### src/dsi3_pkg.sv
// ================================================
// Shared constants and types of the DSI3 transmit block
// Two channels, 4-bit register address, 16-bit data
// Register word views assume DSI_CHANNELS is 2
// ================================================
package dsi3_pkg;

	localparam int DSI_CHANNELS = 2;
	localparam int ADDR_WIDTH   = 4;
	localparam int DATA_WIDTH   = 16;

	typedef logic [DATA_WIDTH-1:0]   data_t;
	typedef logic [ADDR_WIDTH-1:0]   addr_t;
	typedef logic [DSI_CHANNELS-1:0] dsi_logic_t;
	typedef logic [3:0]              fcount_t;      // Frame counter, wraps at 16

	// Register map
	localparam addr_t ADDR_ENABLE = 4'd0;
	localparam addr_t ADDR_CFG    = 4'd1;
	localparam addr_t ADDR_TX0    = 4'd2;
	localparam addr_t ADDR_TX1    = 4'd3;
	localparam addr_t ADDR_IRQ    = 4'd4;
	localparam addr_t ADDR_STATUS = 4'd5;

	typedef enum logic [1:0] {
		BT_4  = 2'd0,
		BT_8  = 2'd1,
		BT_16 = 2'd2,
		BT_32 = 2'd3
	} bit_time_e;

	// Clock cycles per bit, indexed by bit_time_e
	localparam logic [5:0] BIT_CLOCKS [4] = '{6'd4, 6'd8, 6'd16, 6'd32};

	localparam logic [3:0] CRC_POLY = 4'b0011;      // x^4 + x + 1, x^4 implied
	localparam logic [3:0] CRC_SEED = 4'b1010;

	typedef struct packed {
		logic [DATA_WIDTH-DSI_CHANNELS-1:0] reserved;
		dsi_logic_t                         tre;
	} enable_reg_t;

	typedef struct packed {
		logic [DATA_WIDTH-4:0] reserved;
		logic                  crc_en;
		bit_time_e             bit_time;
	} cfg_reg_t;

	typedef union packed {
		data_t       word;
		enable_reg_t enable;
		cfg_reg_t    cfg;
	} reg_word_u;

	// One serial CRC step, data bit enters at the top
	function automatic logic [3:0] crc_next(logic [3:0] crc, logic din);
		logic fb;
		fb = crc[3] ^ din;
		crc_next = {crc[2:0], 1'b0} ^ (fb ? CRC_POLY : 4'b0000);
	endfunction

endpackage

### src/dsi3_ifs.sv
// ================================================
// Register bus and channel status interfaces
// Register bus is strobe based, no handshake
// Status done and hw_error are one-cycle pulses
// ================================================
`timescale 1ns/1ns

interface reg_bus_if import dsi3_pkg::*; ();

	addr_t addr;
	data_t wdata;
	logic  wr;
	logic  rd;

	modport regs (
		input addr, wdata, wr, rd
	);

	modport chan (
		input addr, wdata, wr, rd
	);

	modport merge (
		input addr, wdata, wr, rd
	);

endinterface

interface chan_status_if ();

	logic busy;
	logic done;
	logic hw_error;
	logic active_bit;   // Current line level

	modport chan (
		output busy, done, hw_error, active_bit
	);

	modport merge (
		input busy, done, hw_error, active_bit
	);

endinterface

### src/dsi3_common_regs.sv
// ================================================
// Common ENABLE and CFG registers
// TRE bits self-clear on OT, VDSI loss or channel
// hardware error; these clears win over a write
// Read data is registered, zero when not read
// ================================================
`timescale 1ns/1ns

module dsi3_common_regs import dsi3_pkg::*; (
	input  logic           clk,
	input  logic           i_arst_n,
	reg_bus_if.regs        bus,
	input  dsi_logic_t     i_hw_error,
	input  logic           i_ot,
	input  logic           i_vdsi_en,
	input  logic           i_enable_transceivers,
	output dsi_logic_t     o_tre,
	output bit_time_e      o_bit_time,
	output logic           o_crc_en,
	output data_t          o_rdata
);

	reg_word_u  wword;
	reg_word_u  rword;
	dsi_logic_t tre_q;
	dsi_logic_t tre_next;
	bit_time_e  bit_time_q;
	logic       crc_en_q;
	logic       clear_all;
	logic       wr_enable;
	logic       wr_cfg;

	assign wword.word = bus.wdata;
	assign wr_enable  = bus.wr && (bus.addr == ADDR_ENABLE);
	assign wr_cfg     = bus.wr && (bus.addr == ADDR_CFG);

	// Supply lost while transceivers requested, or overtemperature
	assign clear_all = i_ot | (~i_vdsi_en & i_enable_transceivers);

	always_comb begin
		tre_next = tre_q;
		if (wr_enable)
			tre_next = wword.enable.tre;
		tre_next = tre_next & ~i_hw_error;  // Per channel error clear
		if (clear_all)
			tre_next = '0;
	end

	always_comb begin
		rword.word = '0;
		if (bus.rd) begin
			case (bus.addr)
				ADDR_ENABLE: rword.enable.tre = tre_q;
				ADDR_CFG: begin
					rword.cfg.bit_time = bit_time_q;
					rword.cfg.crc_en   = crc_en_q;
				end
				default: ;
			endcase
		end
	end

	always_ff @(posedge clk or negedge i_arst_n) begin
		if (!i_arst_n) begin
			tre_q      <= '0;
			bit_time_q <= BT_4;
			crc_en_q   <= 1'b0;
			o_rdata    <= '0;
		end else begin
			tre_q   <= tre_next;
			o_rdata <= rword.word;
			if (wr_cfg) begin
				bit_time_q <= wword.cfg.bit_time;
				crc_en_q   <= wword.cfg.crc_en;
			end
		end
	end

	assign o_tre      = tre_q;
	assign o_bit_time = bit_time_q;
	assign o_crc_en   = crc_en_q;

endmodule

### src/dsi3_channel.sv
// ================================================
// One DSI3 channel transmitter
// 16 data bits MSB first, optional 4-bit CRC
// Loopback checked at mid-bit, mismatch aborts
// TX write while busy or disabled is dropped
// ================================================
`timescale 1ns/1ns

module dsi3_channel import dsi3_pkg::*; #(
	parameter addr_t TX_ADDR = ADDR_TX0
)(
	input  logic           clk,
	input  logic           i_arst_n,
	reg_bus_if.chan        bus,
	input  logic           i_enable,
	input  bit_time_e      i_bit_time,
	input  logic           i_crc_en,
	input  logic           i_rx,
	output logic           o_tx,
	chan_status_if.chan    stat
);

	logic       busy_q;
	logic       done_q;
	logic       err_q;
	logic [5:0] cyc_cnt;
	logic [4:0] bit_idx;
	data_t      shift_q;
	logic [3:0] crc_q;
	logic [5:0] bit_clocks_q;
	logic [4:0] last_idx_q;
	logic       start;
	logic       in_data;
	logic       cur_bit;
	logic       mid_bit;
	logic       end_of_bit;
	logic       mismatch;

	assign start      = bus.wr && (bus.addr == TX_ADDR) && !busy_q && i_enable;
	assign in_data    = (bit_idx < 5'd16);
	assign cur_bit    = in_data ? shift_q[DATA_WIDTH-1] : crc_q[3];
	assign mid_bit    = busy_q && (cyc_cnt == (bit_clocks_q >> 1));
	assign end_of_bit = busy_q && (cyc_cnt == (bit_clocks_q - 6'd1));
	assign mismatch   = mid_bit && (i_rx != cur_bit);

	assign o_tx = busy_q & cur_bit;     // Line idles low

	// Frame control
	always_ff @(posedge clk or negedge i_arst_n) begin
		if (!i_arst_n) begin
			busy_q  <= 1'b0;
			done_q  <= 1'b0;
			err_q   <= 1'b0;
			cyc_cnt <= '0;
			bit_idx <= '0;
		end else begin
			done_q <= 1'b0;
			err_q  <= 1'b0;
			if (start) begin
				busy_q  <= 1'b1;
				cyc_cnt <= '0;
				bit_idx <= '0;
			end else if (busy_q) begin
				if (!i_enable) begin
					busy_q <= 1'b0;             // Enable lost, no done
				end else if (mismatch) begin
					busy_q <= 1'b0;
					err_q  <= 1'b1;
				end else if (end_of_bit) begin
					cyc_cnt <= '0;
					if (bit_idx == last_idx_q) begin
						busy_q <= 1'b0;
						done_q <= 1'b1;
					end else begin
						bit_idx <= bit_idx + 5'd1;
					end
				end else begin
					cyc_cnt <= cyc_cnt + 6'd1;
				end
			end
		end
	end

	// Command, settings and CRC
	always_ff @(posedge clk) begin
		if (start) begin
			shift_q      <= bus.wdata;
			crc_q        <= CRC_SEED;
			bit_clocks_q <= BIT_CLOCKS[i_bit_time];
			last_idx_q   <= i_crc_en ? 5'd19 : 5'd15;
		end else if (end_of_bit) begin
			if (in_data) begin
				crc_q   <= crc_next(crc_q, shift_q[DATA_WIDTH-1]);
				shift_q <= {shift_q[DATA_WIDTH-2:0], 1'b0};
			end else begin
				crc_q <= {crc_q[2:0], 1'b0};    // Shift CRC out
			end
		end
	end

	assign stat.busy       = busy_q;
	assign stat.done       = done_q;
	assign stat.hw_error   = err_q;
	assign stat.active_bit = o_tx;

endmodule

### src/dsi3_status_merge.sv
// ================================================
// Sticky IRQ flags, frame counters, status readback
// IRQ read clears the returned flags; a flag set in
// the same cycle survives. STATUS bits 3:2 give the
// current line level of each channel
// ================================================
`timescale 1ns/1ns

module dsi3_status_merge import dsi3_pkg::*; (
	input  logic           clk,
	input  logic           i_arst_n,
	reg_bus_if.merge       bus,
	chan_status_if.merge   ch0,
	chan_status_if.merge   ch1,
	input  data_t          i_rdata_common,
	output data_t          o_rdata,
	output dsi_logic_t     o_interrupt,
	output logic           o_hardware_error
);

	dsi_logic_t done_set;
	dsi_logic_t err_set;
	dsi_logic_t busy;
	dsi_logic_t line;
	dsi_logic_t done_q;
	dsi_logic_t err_q;
	fcount_t    cnt_q [DSI_CHANNELS];
	data_t      rword;
	data_t      rdata_q;
	logic       irq_read;

	assign done_set = {ch1.done, ch0.done};
	assign err_set  = {ch1.hw_error, ch0.hw_error};
	assign busy     = {ch1.busy, ch0.busy};
	assign line     = {ch1.active_bit, ch0.active_bit};
	assign irq_read = bus.rd && (bus.addr == ADDR_IRQ);

	always_comb begin
		rword = '0;
		if (bus.rd) begin
			case (bus.addr)
				ADDR_IRQ: rword[3:0] = {err_q, done_q};
				ADDR_STATUS: begin
					rword[1:0]  = busy;
					rword[3:2]  = line;
					rword[7:4]  = cnt_q[0];
					rword[11:8] = cnt_q[1];
				end
				default: ;
			endcase
		end
	end

	always_ff @(posedge clk or negedge i_arst_n) begin
		if (!i_arst_n) begin
			done_q  <= '0;
			err_q   <= '0;
			rdata_q <= '0;
			for (int i = 0; i < DSI_CHANNELS; i++)
				cnt_q[i] <= '0;
		end else begin
			done_q  <= (irq_read ? '0 : done_q) | done_set;
			err_q   <= (irq_read ? '0 : err_q) | err_set;
			rdata_q <= rword;
			for (int i = 0; i < DSI_CHANNELS; i++) begin
				if (done_set[i])
					cnt_q[i] <= cnt_q[i] + 4'd1;
			end
		end
	end

	assign o_rdata          = rdata_q | i_rdata_common;    // Block read data OR
	assign o_interrupt      = done_q | err_q;
	assign o_hardware_error = |err_q;

endmodule

### src/dsi3_top.sv
// ================================================
// Two-channel DSI3 master transmit subsystem
// Channel i enabled by TRE[i] and transceiver enable
// i_rx is the loopback of each channel's o_tx
// ================================================
`timescale 1ns/1ns

module dsi3_top import dsi3_pkg::*; (
	input  logic       clk,
	input  logic       i_arst_n,
	input  addr_t      i_addr,
	input  data_t      i_wdata,
	input  logic       i_wr,
	input  logic       i_rd,
	input  logic       i_ot,
	input  logic       i_vdsi_en,
	input  logic       i_enable_transceivers,
	input  dsi_logic_t i_rx,
	output dsi_logic_t o_tx,
	output dsi_logic_t o_busy,
	output data_t      o_rdata,
	output dsi_logic_t o_interrupt,
	output logic       o_hardware_error
);

	reg_bus_if     bus ();
	chan_status_if stat [DSI_CHANNELS] ();

	dsi_logic_t tre;
	dsi_logic_t hw_error;
	bit_time_e  bit_time;
	logic       crc_en;
	data_t      rdata_common;

	assign bus.addr  = i_addr;
	assign bus.wdata = i_wdata;
	assign bus.wr    = i_wr;
	assign bus.rd    = i_rd;

	dsi3_common_regs i_common_regs (
		.clk                   (clk),
		.i_arst_n              (i_arst_n),
		.bus                   (bus.regs),
		.i_hw_error            (hw_error),
		.i_ot                  (i_ot),
		.i_vdsi_en             (i_vdsi_en),
		.i_enable_transceivers (i_enable_transceivers),
		.o_tre                 (tre),
		.o_bit_time            (bit_time),
		.o_crc_en              (crc_en),
		.o_rdata               (rdata_common)
	);

	generate
		for (genvar i = 0; i < DSI_CHANNELS; i++) begin : gen_channels
			dsi3_channel #(
				.TX_ADDR (i == 0 ? ADDR_TX0 : ADDR_TX1)
			) i_channel (
				.clk        (clk),
				.i_arst_n   (i_arst_n),
				.bus        (bus.chan),
				.i_enable   (tre[i] & i_enable_transceivers),
				.i_bit_time (bit_time),
				.i_crc_en   (crc_en),
				.i_rx       (i_rx[i]),
				.o_tx       (o_tx[i]),
				.stat       (stat[i].chan)
			);

			assign hw_error[i] = stat[i].hw_error;
			assign o_busy[i]   = stat[i].busy;
		end
	endgenerate

	dsi3_status_merge i_status_merge (
		.clk              (clk),
		.i_arst_n         (i_arst_n),
		.bus              (bus.merge),
		.ch0              (stat[0].merge),
		.ch1              (stat[1].merge),
		.i_rdata_common   (rdata_common),
		.o_rdata          (o_rdata),
		.o_interrupt      (o_interrupt),
		.o_hardware_error (o_hardware_error)
	);

endmodule

### config.mk
export PLATFORM = sky130hd
export DESIGN_NAME = dsi3_top
export DESIGN_NICKNAME = d
export VERILOG_FILES = /design/src/dsi3_pkg.sv /design/src/dsi3_ifs.sv /design/src/dsi3_common_regs.sv /design/src/dsi3_channel.sv /design/src/dsi3_status_merge.sv /design/src/dsi3_top.sv
export SDC_FILE = /design/constraint.sdc
export NUM_CORES = 1
export LEC_CHECK = 0
export BUFFER_PORTS_ARGS = -buffer_cell sky130_fd_sc_hd__buf_2
export CORE_ASPECT_RATIO = 1.2
export CORE_MARGIN = 5
export CORE_UTILIZATION = 45
export CTS_CLUSTER_SIZE = 40
export DETAILED_ROUTE_END_ITERATION = 8
export PLACE_DENSITY = 0.63
export RECOVER_POWER = 50
export SLEW_MARGIN = 20
export SYNTH_ARGS = -nofsm -noshare
export SYNTH_HDL_FRONTEND = slang
export SYNTH_SLANG_ARGS = --single-unit
### constraint.sdc
create_clock -name clk -period 4.1 [get_ports clk]
set_input_delay 0 -clock clk [delete_from_list [all_inputs] [get_ports clk]]
set_output_delay 0 -clock clk [all_outputs]
set_load 0.1 [all_outputs]
==> impl_results.md <==
- Synth Area in XOR/XNOR: 5.65%
- Floorplan die height: 129 µm
- Count of synthesis-stage warnings from yosys: 0
- Cell count after synthesis: 471
- Worst Path Required: 4340 ps
- Class of the most critical hold timing path: primary input to flop
- Fraction of the mapped netlist area in adder cells: 1.90%
- Area growth syn-to-layout: 13.1%
- Clock tree from TritonCTS: yes
- Commonest non-fill, non-tap cell in the layout: sky130_fd_sc_hd__nand2_1
- Final hold violation count: 0
- Power per standard cell area: 351 nW/µm²
- Count of flip-flops with a built-in enable after synthesis: 44
- R2R depth: 4
- Largest net degree at the start of global routing: 61
- Number of antenna-violating nets in the routed design: 0
- Number of I/O port buffers: 47
- Maximum clock frequency: 0.394 GHz
- Critical setup path kind: flop to flop
- Worst-path clk slew: 70 ps
- Clock Path Buffers: 2
- Width of the die: 109 µm
- RSZ-0062 raised after global routing: false
- Site row count: 43
- Endpoint type of the worst setup path: flop
- I/O Pins: 52
- Clock network latency to the later pin of the worst-skew pair: 350 ps
- Beginning of the worst register-to-register path: gen_channels[1].i_channel.stat.busy
- Pleak: 2.57 nW
- Total vias in the final route: 3563
- Cell with the largest stage delay on the worst path: sky130_fd_sc_hd__or4_1
- Share of final-layout standard cells stronger than drive strength 1: 15.6%
- Top flip-flop cell by instance count after synthesis: sky130_fd_sc_hd__dfrtp_1
- Final cycle utilization of the critical path: 61.9%
- Total of endpoints with negative setup slack in the final report: 0
- Total half-perimeter wirelength after legalization and detailed placement: 7340 µm
- Commonest cells after routing, fill and taps aside: sky130_fd_sc_hd__nand2_1, sky130_fd_sc_hd__dfrtp_1, sky130_fd_sc_hd__edfxtp_1
- Synth Area in Compound Gates: 6.67%
- Count of unique library cells instantiated by Yosys: 46
- Start point of the critical path: gen_channels[1].i_channel.stat.busy
- IR Drop Worst-Case VDD: 0.174 mV
- Clock Sink Count: 112
- Worst setup skew after layout: 6.86 ps
- Violated checks: capacitance limit
- Endpoint of the most critical setup path: gen_channels[1].i_channel.cyc_cnt[2]
- Diodes inserted: 0
- Maximum level of the CTS H-tree: 3
- Clock root buffer master: sky130_fd_sc_hd__clkbuf_16
- First-pass GRT wire length: 17100 µm
- Transition time at the pin with the least slew margin: 1490 ps
- Async set-or-reset flop fraction in the synthesized netlist: 53.6%
- Number of search-and-repair iterations in the first detailed-routing pass: 5
- Area used by multi-input combinational logic: 2040 µm²
- Total negative setup slack: 0 ps
- Share of the yosys chip area belonging to registers: 56.6%
- Cells along the critical path: or4_1 > inv_1 > a21oi_1 > a2bb2o_1
- Mux cell area share after synthesis: 7.10%
- Arrival time reported for the critical path endpoint: 2770 ps
- Number of buffers added by the clock tree synthesis step: 9
- Storage cell area: 2980 µm²
- Mapped cell area: 5270 µm²
- Area fraction in and, or, nand and nor cells after synthesis: 17.1%
- Number of setup buffers added after CTS: 0
- Shortest period the worst path allows: 2540 ps
- Worst hold slack after final layout: 16.0 ps
- Endpoint of the most critical register-to-register path: gen_channels[1].i_channel.cyc_cnt[2]
- Antenna violations before repair: 0
- Via/cell ratio: 5.22
- Total of max-cap violations: 1
- Total congestion overflow after global routing: 0
- Dominant combinational cell family by area after synthesis: simple AND/OR/NAND/NOR gates
- Gpl congestion: 0.856
- Area of the core region: 11500 µm²
- Number of filler instances in the final layout: 1061
- Total Routing Usage GR: 15.8%
- Vias in the first global route: 3486
- Remaining routing DRC violations: 0
- Wire length after detailed routing: 10400 µm
- Final core utilization: 51.8%
- Number of cells on the worst hold path: 4
- Worst setup SP type: flop
- Worst rel slew slack: 0.471%
- Effective utilization at floorplan: 45.8%
- Routed length per placed instance: 15.2 µm
- Die footprint: 14000 µm²
- Total design power: 0.00209 W
- Outcome: complete, but fails checks
- Max incr delay on CP: 960 ps
- R2R setup slack: 1560 ps
- Synthesis-stage register bit count: 112
- Final Slew Violations: 0
- Count of nets after finishing: 558
- Mean instance size in the synthesized netlist: 11.2 µm²
- Crit-path max FO: 24
- Initial DRC count: 168
## worst min-delay path by stage
stage,endpoint,from
after CTS,i_common_regs.o_rdata[1],i_addr[3]
after global routing,i_common_regs.o_tre[0],i_vdsi_en
after global placement,i_status_merge.cnt_q[6],i_arst_n
final,gen_channels[0].i_channel.stat.hw_error,i_rx[0]
after floorplan,gen_channels[0].i_channel.bit_idx[0],i_arst_n
after detailed placement,i_status_merge.cnt_q[4],i_arst_n
## cell usage after synthesis, types with 4 or more instances
cell type | n | area [µm²]
sky130_fd_sc_hd__and2_1 | 11 | 68.8
sky130_fd_sc_hd__nand3_1 | 25 | 125
sky130_fd_sc_hd__edfxtp_1 | 44 | 1320
sky130_fd_sc_hd__buf_4 | 18 | 135
sky130_fd_sc_hd__dfrtp_1 | 60 | 1500
sky130_fd_sc_hd__mux2i_1 | 16 | 160
sky130_fd_sc_hd__o31ai_1 | 6 | 45.0
sky130_fd_sc_hd__nand2_1 | 68 | 255
sky130_fd_sc_hd__a21oi_1 | 20 | 100
sky130_fd_sc_hd__o21ai_0 | 9 | 45.0
sky130_fd_sc_hd__or2_2 | 10 | 62.6
sky130_fd_sc_hd__o211ai_1 | 4 | 30.0
sky130_fd_sc_hd__nor2_1 | 20 | 75.1
sky130_fd_sc_hd__a21o_1 | 5 | 37.5
sky130_fd_sc_hd__mux2_2 | 19 | 214
sky130_fd_sc_hd__nor3_1 | 13 | 65.1
sky130_fd_sc_hd__inv_1 | 11 | 41.3
sky130_fd_sc_hd__xnor2_1 | 20 | 175
sky130_fd_sc_hd__xor2_1 | 14 | 123
sky130_fd_sc_hd__dfxtp_1 | 8 | 160
sky130_fd_sc_hd__ha_1 | 8 | 100
sky130_fd_sc_hd__buf_2 | 11 | 55.1
sky130_fd_sc_hd__or4_1 | 8 | 60.1
## final cells by class
type / count / share of cell area (%)
well taps: 157 / 3.30
clock inverters: 4 / 0.504
clock buffers: 12 / 3.97
flip-flops and latches: 112 / 50.1
repair buffers: 69 / 7.12
multi-input cells: 316 / 34.2
inverters: 13 / 0.819
## critical path: cells and delay by family, from the launching register on
family                 cells  cell delay (ps)
AOI/OAI and AO/OA          2              380
buffers and inverters      1              640
and+or+nand+nor            1              960
DFF                        1              440
## flip-flops by register name, summed over array words and instances (netlist names)
register,flops
i_status_merge.rdata_q,12
gen_channels.i_channel.stat.done,2
gen_channels.i_channel.crc_q,8
gen_channels.i_channel.stat.busy,2
i_common_regs.o_rdata,3
i_common_regs.o_bit_time,2
i_common_regs.o_crc_en,1
gen_channels.i_channel.bit_idx,10
i_common_regs.o_tre,2
i_status_merge.err_q,2
gen_channels.i_channel.shift_q,32
gen_channels.i_channel.last_idx_q,4
i_status_merge.cnt_q,8
gen_channels.i_channel.stat.hw_error,2
gen_channels.i_channel.cyc_cnt,12
gen_channels.i_channel.bit_clocks_q,8
i_status_merge.done_q,2
## repair_timing
action,in CTS,in global routing
hold endpoints to repair,92,0
gates resized for setup,0,0
hold buffers,19,0
## logic make-up (layout without fill, tap and decap cells)
group / count (synthesis) / after routing
adder cells (fa/ha/maj): 8 / 8
AO/OA/AOI/OAI: 56 / 56
buffers and inverters: 46 / 98
multiplexers: 35 / 35
XOR/XNOR: 34 / 34
AND/OR/NAND/NOR: 179 / 179
other: 1 / 4
flip-flops: 112 / 112
## stage by stage
step,setup slack (ps),area [µm²],cells
floorplan,987,5280,474
global placement,1620,5530,648
detailed placement,1540,5530,648
CTS,1540,5980,683
global route,1380,5960,683
finish,1560,5960,683
## layer usage
metal / vias up / wire length, µm / GRT usage [%]
met5: - / 0 / 0
met3: 23 / 527 / 3.76
li1: 1732 / - / -
met2: 90 / 4960 / 25.2
met4: 0 / 331 / 7.21
met1: 1718 / 4590 / 20.4
## power breakdown
group          switching (W)  internal [W]  leakage (nW)
clock network       0.000393      0.000415         0.123
registers          0.0000106       0.00117          1.28
logic              0.0000639     0.0000354          1.16
(Power assumes the default switching activity.)
